==> config.mk <==
export PLATFORM = sky130hd
export DESIGN_NAME = frame_dispatch_top
export DESIGN_NICKNAME = d
export VERILOG_FILES = /design/src/common/frame_dispatch_pkg.sv /design/src/verilog/beat_demux.sv /design/src/verilog/lane_checksum.sv /design/src/control/beat_counter.sv /design/src/control/frame_sequencer.sv /design/src/verilog/frame_dispatch_top.sv
export SDC_FILE = /design/constraint.sdc
export NUM_CORES = 1
export LEC_CHECK = 0
export ABC_AREA = 1
export BUFFER_PORTS_ARGS = -buffer_cell sky130_fd_sc_hd__clkbuf_2
export CORE_MARGIN = 2
export CORE_UTILIZATION = 31
export CTS_BUF_LIST = sky130_fd_sc_hd__clkbuf_16
export DETAILED_ROUTE_END_ITERATION = 10
export PLACE_DENSITY = 0.6
export SLEW_MARGIN = 40
export SYNTH_ARGS = -nofsm -noshare
export SYNTH_HDL_FRONTEND = slang
export SYNTH_SLANG_ARGS = --single-unit
==> constraint.sdc <==
create_clock -name clk -period 5.2 [get_ports clk]
set_input_delay 0.52 -clock clk [delete_from_list [all_inputs] [get_ports clk]]
set_output_delay 0.52 -clock clk [all_outputs]
set_load 0.005 [all_outputs]
==> src/common/frame_dispatch_pkg.sv <==
// Shared definitions for the frame dispatcher.
// Covers lane count, word and field widths, and the header, beat and result
// layouts. Files refer to these by scoped name.
`default_nettype none

package frame_dispatch_pkg;

  // ------------------------------------------------------------
  // Sizes
  // ------------------------------------------------------------

  // Output lanes, one per header lane code
  localparam int NUM_LANES = 4;
  // Lane index width
  localparam int LANE_W = 2;
  // Input word width
  localparam int DATA_W = 16;
  // Length field, holds payload length minus one
  localparam int LEN_W = 4;
  // Beat count, up to 16 beats per frame
  localparam int CNT_W = 5;

  // ------------------------------------------------------------
  // Types
  // ------------------------------------------------------------

  // One input word as it arrives on the stream
  typedef logic [DATA_W-1:0] word_t;

  // Header word layout, MSB first
  typedef struct packed {
    logic [DATA_W-LANE_W-LEN_W-1:0] reserved;
    // Destination lane
    logic [LANE_W-1:0]              lane;
    // Payload length minus one, 0 means a single word
    logic [LEN_W-1:0]               len_m1;
  } header_t;

  // One payload beat as seen by a lane
  typedef struct packed {
    word_t data;
    // Final beat of the frame
    logic  last;
  } lane_beat_t;

  // Per-frame lane result
  typedef struct packed {
    // Modulo 2^16 sum of the payload words
    logic [DATA_W-1:0] sum;
    // Payload beats seen
    logic [CNT_W-1:0]  count;
  } frame_result_t;

endpackage : frame_dispatch_pkg

`default_nettype wire

==> src/verilog/beat_demux.sv <==
// Binary select demultiplexer, 1 to NUM_OUT.
// The input is copied to every output and only the selected output is
// marked valid, and only while the input is valid. Purely combinational.
`default_nettype none

module beat_demux #(
  // Payload carried on each output
  parameter type payload_t = frame_dispatch_pkg::lane_beat_t,
  // Output count, select must stay below it
  parameter int  NUM_OUT   = frame_dispatch_pkg::NUM_LANES
) (
  // Binary encoded destination
  input  logic [frame_dispatch_pkg::LANE_W-1:0] select,
  input  logic                                  in_valid,
  input  payload_t                              in,
  // At most one bit set
  output logic [NUM_OUT-1:0]                    out_valid,
  output payload_t [NUM_OUT-1:0]                out
);

  // ------------------------------------------------------------
  // Decode and fan out
  // ------------------------------------------------------------
  always_comb begin
    for (int i = 0; i < NUM_OUT; i++) begin
      // Every output sees the same payload
      out[i]       = in;
      out_valid[i] = in_valid && (select == frame_dispatch_pkg::LANE_W'(i));
    end
  end

endmodule : beat_demux

`default_nettype wire

==> src/verilog/lane_checksum.sv <==
// Per-lane frame checksum.
// Accumulates a modulo 2^16 sum and a beat count over one frame. On the
// last beat the totals are registered, result_valid pulses for a cycle
// and the accumulators restart for the next frame.
`default_nettype none

module lane_checksum (
  input  logic                              clk,
  input  logic                              rst,
  // Beat addressed to this lane
  input  logic                              beat_valid,
  input  frame_dispatch_pkg::lane_beat_t    beat,
  // One cycle pulse per completed frame
  output logic                              result_valid,
  output frame_dispatch_pkg::frame_result_t result
);

  // Running totals of the open frame
  logic [frame_dispatch_pkg::DATA_W-1:0] sum_q;
  logic [frame_dispatch_pkg::CNT_W-1:0]  count_q;

  // Totals including the current beat
  logic [frame_dispatch_pkg::DATA_W-1:0] sum_next;
  logic [frame_dispatch_pkg::CNT_W-1:0]  count_next;

  // Carry out of the sum is dropped, so it wraps at 16 bits
  assign sum_next   = sum_q + beat.data;
  assign count_next = count_q + 1'b1;

  // ------------------------------------------------------------
  // Accumulators
  // ------------------------------------------------------------
  always_ff @(posedge clk) begin
    if (rst) begin
      sum_q   <= '0;
      count_q <= '0;
    end else if (beat_valid) begin
      if (beat.last) begin
        // Frame done, start clean
        sum_q   <= '0;
        count_q <= '0;
      end else begin
        sum_q   <= sum_next;
        count_q <= count_next;
      end
    end
  end

  // ------------------------------------------------------------
  // Result
  // ------------------------------------------------------------
  always_ff @(posedge clk) begin
    if (rst) begin
      result_valid <= 1'b0;
    end else begin
      result_valid <= beat_valid && beat.last;
    end
  end

  // Captured with the closing beat, held until the next frame ends
  always_ff @(posedge clk) begin
    if (beat_valid && beat.last) begin
      result.sum   <= sum_next;
      result.count <= count_next;
    end
  end

endmodule : lane_checksum

`default_nettype wire

==> src/control/beat_counter.sv <==
// Payload beat counter.
// Loaded with the frame length minus one on the header and stepped once
// per payload beat; last flags the beat that closes the frame.
`default_nettype none

module beat_counter (
  input  logic                                 clk,
  input  logic                                 rst,
  // Header accepted, take a new length
  input  logic                                 load,
  input  logic [frame_dispatch_pkg::LEN_W-1:0] len_m1,
  // One payload beat consumed
  input  logic                                 step,
  output logic                                 last
);

  // Beats left after the current one
  logic [frame_dispatch_pkg::LEN_W-1:0] remain_q;

  // ------------------------------------------------------------
  // Down counter
  // ------------------------------------------------------------
  always_ff @(posedge clk) begin
    if (rst) begin
      remain_q <= '0;
    end else if (load) begin
      remain_q <= len_m1;
    end else if (step && (remain_q != '0)) begin
      // Stops at zero, the last beat leaves it there
      remain_q <= remain_q - 1'b1;
    end
  end

  // Zero left means the current beat ends the frame
  assign last = (remain_q == '0);

endmodule : beat_counter

`default_nettype wire

==> src/control/frame_sequencer.sv <==
// Frame sequencer for the dispatcher.
// Splits the word stream into headers and payload, holds the destination
// lane for the frame and drives the beat counter and the demux.
`default_nettype none

module frame_sequencer (
  input  logic                                 clk,
  input  logic                                 rst,
  input  logic                                 in_valid,
  input  frame_dispatch_pkg::word_t            in_word,
  // High when the current payload beat is the final one
  input  logic                                 last,
  output logic                                 load,
  output logic [frame_dispatch_pkg::LEN_W-1:0] len_m1,
  output logic                                 step,
  output logic [frame_dispatch_pkg::LANE_W-1:0] select,
  output logic                                 beat_valid,
  output frame_dispatch_pkg::lane_beat_t       beat,
  output logic                                 busy
);

  typedef enum logic {
    S_IDLE,
    S_PAYLOAD
  } state_t;

  state_t                              state_q;
  state_t                              state_d;
  frame_dispatch_pkg::header_t         hdr;
  // Destination lane of the frame in flight
  logic [frame_dispatch_pkg::LANE_W-1:0] lane_q;

  // Header view of the incoming word, only meaningful while idle
  assign hdr = in_word;

  // ------------------------------------------------------------
  // Next state and strobes
  // ------------------------------------------------------------
  always_comb begin
    state_d    = state_q;
    load       = 1'b0;
    step       = 1'b0;
    beat_valid = 1'b0;
    case (state_q)
      S_IDLE: begin
        // Any valid word here is a header
        if (in_valid) begin
          load    = 1'b1;
          state_d = S_PAYLOAD;
        end
      end
      S_PAYLOAD: begin
        // Gaps in valid simply hold the frame
        if (in_valid) begin
          step       = 1'b1;
          beat_valid = 1'b1;
          if (last) begin
            state_d = S_IDLE;
          end
        end
      end
      default: state_d = S_IDLE;
    endcase
  end

  // ------------------------------------------------------------
  // State and lane registers
  // ------------------------------------------------------------
  always_ff @(posedge clk) begin
    if (rst) begin
      state_q <= S_IDLE;
    end else begin
      state_q <= state_d;
    end
  end

  // Lane captured with the header
  always_ff @(posedge clk) begin
    if (load) begin
      lane_q <= hdr.lane;
    end
  end

  // Length goes straight to the counter on the load cycle
  assign len_m1    = hdr.len_m1;
  assign select    = lane_q;
  assign beat.data = in_word;
  assign beat.last = last;
  assign busy      = (state_q == S_PAYLOAD);

endmodule : frame_sequencer

`default_nettype wire

==> src/verilog/frame_dispatch_top.sv <==
// Frame dispatcher top level.
// Headers pick a lane and length; payload words are steered to that lane,
// which reports the frame sum and beat count one cycle after the last word.
`default_nettype none

module frame_dispatch_top (
  input  logic                                                     clk,
  input  logic                                                     rst,
  input  logic                                                     in_valid,
  input  frame_dispatch_pkg::word_t                                in_word,
  // Frame in progress
  output logic                                                     busy,
  output logic [frame_dispatch_pkg::NUM_LANES-1:0]                 result_valid,
  output frame_dispatch_pkg::frame_result_t [frame_dispatch_pkg::NUM_LANES-1:0] result
);

  // Sequencer to counter
  logic                                  ctr_load;
  logic [frame_dispatch_pkg::LEN_W-1:0]  ctr_len_m1;
  logic                                  ctr_step;
  logic                                  ctr_last;

  // Sequencer to demux
  logic [frame_dispatch_pkg::LANE_W-1:0] beat_select;
  logic                                  beat_valid;
  frame_dispatch_pkg::lane_beat_t        beat;

  // Demux to lanes
  logic [frame_dispatch_pkg::NUM_LANES-1:0]                        lane_valid;
  frame_dispatch_pkg::lane_beat_t [frame_dispatch_pkg::NUM_LANES-1:0] lane_beat;

  // ------------------------------------------------------------
  // Control
  // ------------------------------------------------------------
  frame_sequencer u_sequencer (
    .clk        (clk),
    .rst        (rst),
    .in_valid   (in_valid),
    .in_word    (in_word),
    .last       (ctr_last),
    .load       (ctr_load),
    .len_m1     (ctr_len_m1),
    .step       (ctr_step),
    .select     (beat_select),
    .beat_valid (beat_valid),
    .beat       (beat),
    .busy       (busy)
  );

  beat_counter u_counter (
    .clk    (clk),
    .rst    (rst),
    .load   (ctr_load),
    .len_m1 (ctr_len_m1),
    .step   (ctr_step),
    .last   (ctr_last)
  );

  // ------------------------------------------------------------
  // Lane steering
  // ------------------------------------------------------------
  beat_demux #(
    .payload_t (frame_dispatch_pkg::lane_beat_t),
    .NUM_OUT   (frame_dispatch_pkg::NUM_LANES)
  ) u_demux (
    .select    (beat_select),
    .in_valid  (beat_valid),
    .in        (beat),
    .out_valid (lane_valid),
    .out       (lane_beat)
  );

  // One checksum unit per lane
  for (genvar g = 0; g < frame_dispatch_pkg::NUM_LANES; g++) begin : gen_lane
    lane_checksum u_lane (
      .clk          (clk),
      .rst          (rst),
      .beat_valid   (lane_valid[g]),
      .beat         (lane_beat[g]),
      .result_valid (result_valid[g]),
      .result       (result[g])
    );
  end

endmodule : frame_dispatch_top

`default_nettype wire

After elaboration in Yosys (flattened, before gate mapping)
Cells that the tools add are included.
- memories kept: 0
- latch bits: 0
- register bits after elaboration: 179
- memory bits (writable): 0
- memory bits (read-only): 0
- output and inout port bits: 89
- word-level logic and storage cells: 65
- add/subtract/negate cells: 9
- bitwise operators: 1
- shift-type cells: 0
- reduce and logical (&&, ||, !) cells: 13
- div/mod/pow operators: 0
- equal/unequal tests: 3
- multiply operators: 0
- muxes and demuxes: 16
- $lt $le $gt $ge: 0
- operator list (kind ; count):
    16-bit adder ; 4
    16-bit 2-to-1 mux ; 4
    5-bit by 1-bit adder with 5-bit output, second input constant ; 4
    5-bit 2-to-1 mux ; 4
    1-bit logical AND ; 9
    4-bit 2-to-1 mux ; 2
    1-bit 2-to-1 mux ; 5
    2-bit equality test, second input constant ; 2
    4-bit zero test ; 1
    4-bit nonzero test ; 1
    4-bit by 1-bit subtractor with 4-bit output, second input constant ; 1
    2-bit by 1-bit equality test with 1-bit output, second input constant ; 1
    2-bit zero test ; 1
    1-bit one-hot mux with 2 select lines ; 1
    2-bit nonzero test ; 1
    1-bit NOT ; 1

Longest topological paths before layout
- word-level depth: 5
- depth in mapped cells: 11
- mapped depth without buffers: 11

Cells and area by module
Synthesis repeated with hierarchy kept, for this count alone.
- cells, all modules: 1333
- area total of the unflattened synthesis: 10616.4 um^2
- modules (own cells, without submodules) (module ; area an instance (um^2) ; instances ; cells each):
    lane_checksum at gen_lane[0].u_lane ... ; 2368.5 ; 3 ; 295
    lane_checksum at gen_lane[3].u_lane ; 2416.1 ; 1 ; 297
    beat_demux ; 540.5 ; 1 ; 76
    frame_sequencer ; 280.3 ; 1 ; 34
    beat_counter ; 274.0 ; 1 ; 41

Worst setup path before layout
Ideal clock, no wire load.
- kind: in2reg
- from: input in_valid
- to: register gen_lane[1].u_lane.result[0] (netlist name)
- slack: 2.822 ns
- cell stages on the path: 5
- data arrival time: 1.979 ns
- library setup time: 0.399 ns
- path buffers: 1
- cells stage by stage: nand2_1 -> nor3_2 -> inv_2 -> clkbuf_1 -> nor2_1
- longest elaborated chain between the ends: 4
- ends and longest elaborated chain (item ; RTL line ; source):
    start: declaration ; frame_dispatch_top.sv:9 ; input logic in_valid,
    1-bit 2-to-1 mux ; frame_sequencer.sv:54 ; if (in_valid) begin
    1-bit 2-to-1 mux ; frame_sequencer.sv:44 ; case (state_q)
    1-bit logical AND ; beat_demux.sv:28 ; out_valid[i] = in_valid && (select == frame_dispatch_pkg::LANE_W'(i));
    1-bit logical AND ; lane_checksum.sv:62 ; if (beat_valid && beat.last) begin
No other way between the ends.
A chain may end at the register's enable or synchronous reset.

Worst setup path after layout
- from: register u_counter.remain_q[0] (netlist name)
- to: register gen_lane[2].u_lane.sum_q[13] (netlist name)
- longest elaborated chain between the ends: 2
- ends and longest elaborated chain (item ; RTL line ; source):
    start: declaration ; beat_counter.sv:18 ; logic [frame_dispatch_pkg::LEN_W-1:0] remain_q;
    start signal: assignment ; beat_counter.sv:27 ; remain_q <= len_m1;
    start signal: assignment ; beat_counter.sv:30 ; remain_q <= remain_q - 1'b1;
    4-bit zero test ; beat_counter.sv:35 ; assign last = (remain_q == '0);
    16-bit 2-to-1 mux ; lane_checksum.sv:38 ; if (beat.last) begin
    end signal: assignment ; lane_checksum.sv:43 ; sum_q <= sum_next;
    end: declaration ; lane_checksum.sv:19 ; logic [frame_dispatch_pkg::DATA_W-1:0] sum_q;
No other way between the ends.

==> out/qor.csv <==
stage,metric,value,unit
critical_path,endpoint_kind,flip-flop,
layout,drive_gt1_share,12.0,%
power_and_ir_drop,leakage,0.00524,uW
critical_path,cp_num_buf_inv,2,
synthesis,syn-cell-area,9810,um^2
critical_path,start_kind,flip-flop,
clocking,clk_latency,0.44,ns
synthesis,yosysMostFrequentCell,nand2_1,
critical_path,cpMaxStageDelayCell,nand3_1,
synthesis,synth_enable_flop_cells,86,
clocking,cts_tree,done,
synthesis,synth_common_cells,"438 x nand2_1, 148 x inv_1, 123 x a21oi_1, 93 x dfxtp_1, 86 x edfxtp_1",
clocking,hold_buffers,0,
synthesis,ys.warnings.count,0,
global_routing,first_global_vias,7869,
power_and_ir_drop,p_switching,787,uW
layout,stdcell_area,11300,um^2
synthesis,syn_avg_cell_area,7.90,um^2
timing,setup_viol,0,
run,maxCapViolCount,0,
floorplanning,fp.dieH,182,um
critical_path,cp.required,5.56,ns
timing,period_minus_slack,2.43,ns
power_and_ir_drop,swShare,25.5,%
status,status,completed,
layout,nFillCells,3307,
synthesis,synth_top_area_share,26.3,%
power_and_ir_drop,power_density,273,nW/um^2
clocking,path_clk_slew,0.07,ns
timing,hold_viol,0,
drt,drcViolationCount,0,
drt,first_iter_violations,424,
clocking,cts_setup_buffers,0,
clocking,cts_resized,0,
placement,dpl_cell_area,10700,um^2
synthesis,synth_area_leaders,"edfxtp_1 26%, dfxtp_1 19%, nand2_1 17%, ha_1 8.3%, a21oi_1 6.3%",
layout,syn2layout_area_growth,15.2,%
timing,period_share,46.8,%
power_and_ir_drop,pwr-share-clk,42.1,%
clocking,cts_buffers,17,
placement,place_ws,2.72,ns
global_routing,overflow,0,
placement,port_buffers,107,
worst_hold_path,hold_class,input port to flip-flop,
synthesis,yosysSeqAreaShare,45.3,%
global_routing,grt_pass1_wl,40500,um
floorplanning,die_area,33100,um^2
timing,setup_ws,2.77,ns
floorplanning,design.core.area,31400,um^2
critical_path,crit_chain,inv_1 > ha_1 > nand3_1 > inv_1 > nor2_4 > nand3_1 > a21oi_1,
timing,finalMaxSlewViolations,0,
synthesis,synth_nets,1330,
critical_path,cpPeakStageDelay,0.57,ns
floorplanning,start_util,31.2,%
floorplanning,die_width,182,um
clocking,clockBufferDepth,2,
timing,worst_pin_slew,0.805,ns
synthesis,synthCells,1242,
power_and_ir_drop,worst_ir_drop_vdd,0.249,mV
power_and_ir_drop,internal_power,2290,uW
clocking,cts_root_buf,clkbuf_16,
placement,hpwlAfterDp,18200,um
power_and_ir_drop,combPwrFrac,9.0,%
timing,holdWs,0.424,ns
floorplanning,num_io_pins,108,
timing,max_freq,0.411,GHz
drt,wirelength,25100,um
synthesis,synthFlopType,dfxtp_1,
critical_path,worstPathMaxFanout,21,
drt,first_pass_iters,5,
layout,diodes,0,
global_routing,grt_max_degree,58,
synthesis,synth_cell_types,31,
layout,nNetsFinal,1425,
power_and_ir_drop,p_seq_share,48.9,%
timing,setup_tns,0,ns
critical_path,critical_path_arrival,2.80,ns
synthesis,ys_seq_elements,179,
clocking,cts.sinks,179,
floorplanning,rows,65,
critical_path,path_class,flip-flop to flip-flop,
drt,vias,8138,
critical_path,cp_top_family,simple AND/OR/NAND/NOR gates,
global_routing,gr-usage-all-layers,15.6,%
clocking,htree_levels,4,
timing,maxSlewHeadroom,46.2,%
placement,gp_congestion,0.859,
drt,vias_per_cell,4.64,
drt,routedWlPerCell,14.3,um
timing,rsz0062_at_grt,no,
drt,drtAntennaViolNets,0,
synthesis,yosysTopAreaCell,edfxtp_1,
timing,skew,0.00956,ns
synthesis,async_flop_share,0,%
global_routing,antenna_found_initial,2,
## worst reg2reg max path, stage by stage, from the launching register on
cell and delay [ns]:
dfxtp_1 0.36, inv_1 0.07, ha_1 0.22, nand3_1 0.57, inv_1 0.33, nor2_4 0.53, nand3_1 0.15, a21oi_1 0.14
## routing by layer
layer | share of wire (%) | GRT usage (%) | up-vias
met2 | 47 | 27.0 | 137
met5 | 0.10 | 0 | -
met3 | 3.8 | 3.05 | 34
met4 | 1.8 | 4.55 | 4
met1 | 47 | 19.9 | 3778
li1 | - | - | 4185
## through the flow
stage                     utilization, %  instances  total power, uW
after CTS                           36.0       1752             3110
final                               36.0       1752             3080
after global routing                36.0       1752             3200
after detailed placement            34.2       1720             1820
after global placement              34.1       1720             1810
after floorplan                        -       1242             1720
## layout make-up
cell class / count / area (um^2) / area share (%)
clock buffers: 17 / 425 / 3.76
clock inverters: 15 / 156 / 1.38
inverters: 156 / 586 / 5.18
multi-input cells: 875 / 4640 / 41.1
flip-flops and latches: 179 / 4440 / 39.3
well taps: 402 / 503 / 4.45
repair buffers: 108 / 546 / 4.83
## path summary, 6_finish.rpt
path / startpoint / to / slack, ns / cells after the start
setup / recovery: u_counter.remain_q[0] / gen_lane[2].u_lane.sum_q[13] / 2.77 / 7
hold / removal: in_valid / u_sequencer.busy / 0.42 / 3
setup reg to reg: u_counter.remain_q[0] / gen_lane[2].u_lane.sum_q[13] / 2.77 / 7
hold reg to reg: u_counter.remain_q[3] / u_counter.remain_q[3] / 0.46 / 2
## layout by cell type, fill, tap and decap left out, types with 7 or more instances in the layout
master and n:
ha_1 65, dfxtp_1 93, inv_2 8, edfxtp_1 86, nor2_4 7, nand3b_1 8, nor2_1 43, nand3_1 73
inv_1 148, xor2_1 33, clkbuf_2 106, xnor2_1 12, nand2_1 438, clkbuf_16 17, nor3_1 17, and2_1 28
a21oi_1 123
## registers in the layout (all words and copies together) (netlist names)
signal and count:
gen_lane.u_lane.count_q 20, u_sequencer.select 2, u_counter.remain_q 4, gen_lane.u_lane.result_valid 4, gen_lane.u_lane.result 84, gen_lane.u_lane.sum_q 64, u_sequencer.busy 1
## power groups by stage
stage | Clock (uW) | Combinational [uW] | Sequential (uW)
final | 1300 | 278 | 1510
after global routing | 1380 | 315 | 1510
after detailed placement | 0 | 278 | 1540
after CTS | 1330 | 280 | 1510
after floorplan | 0 | 188 | 1540
after global placement | 0 | 271 | 1540
## cell families (layout without fill, tap and decap cells)
| family | after synthesis | count (layout) | share of synthesized area [%] |
|---|---|---|---|
| adder cells (fa/ha/maj) | 69 | 69 | 9.11 |
| AO/OA/AOI/OAI | 135 | 135 | 7.09 |
| XOR/XNOR | 45 | 45 | 4.02 |
| flip-flops | 179 | 179 | 45.3 |
| buffers and inverters | 188 | 296 | 7.72 |
| AND/OR/NAND/NOR | 626 | 626 | 26.8 |
No activity file was read; power rests on OpenSTA's default activity.
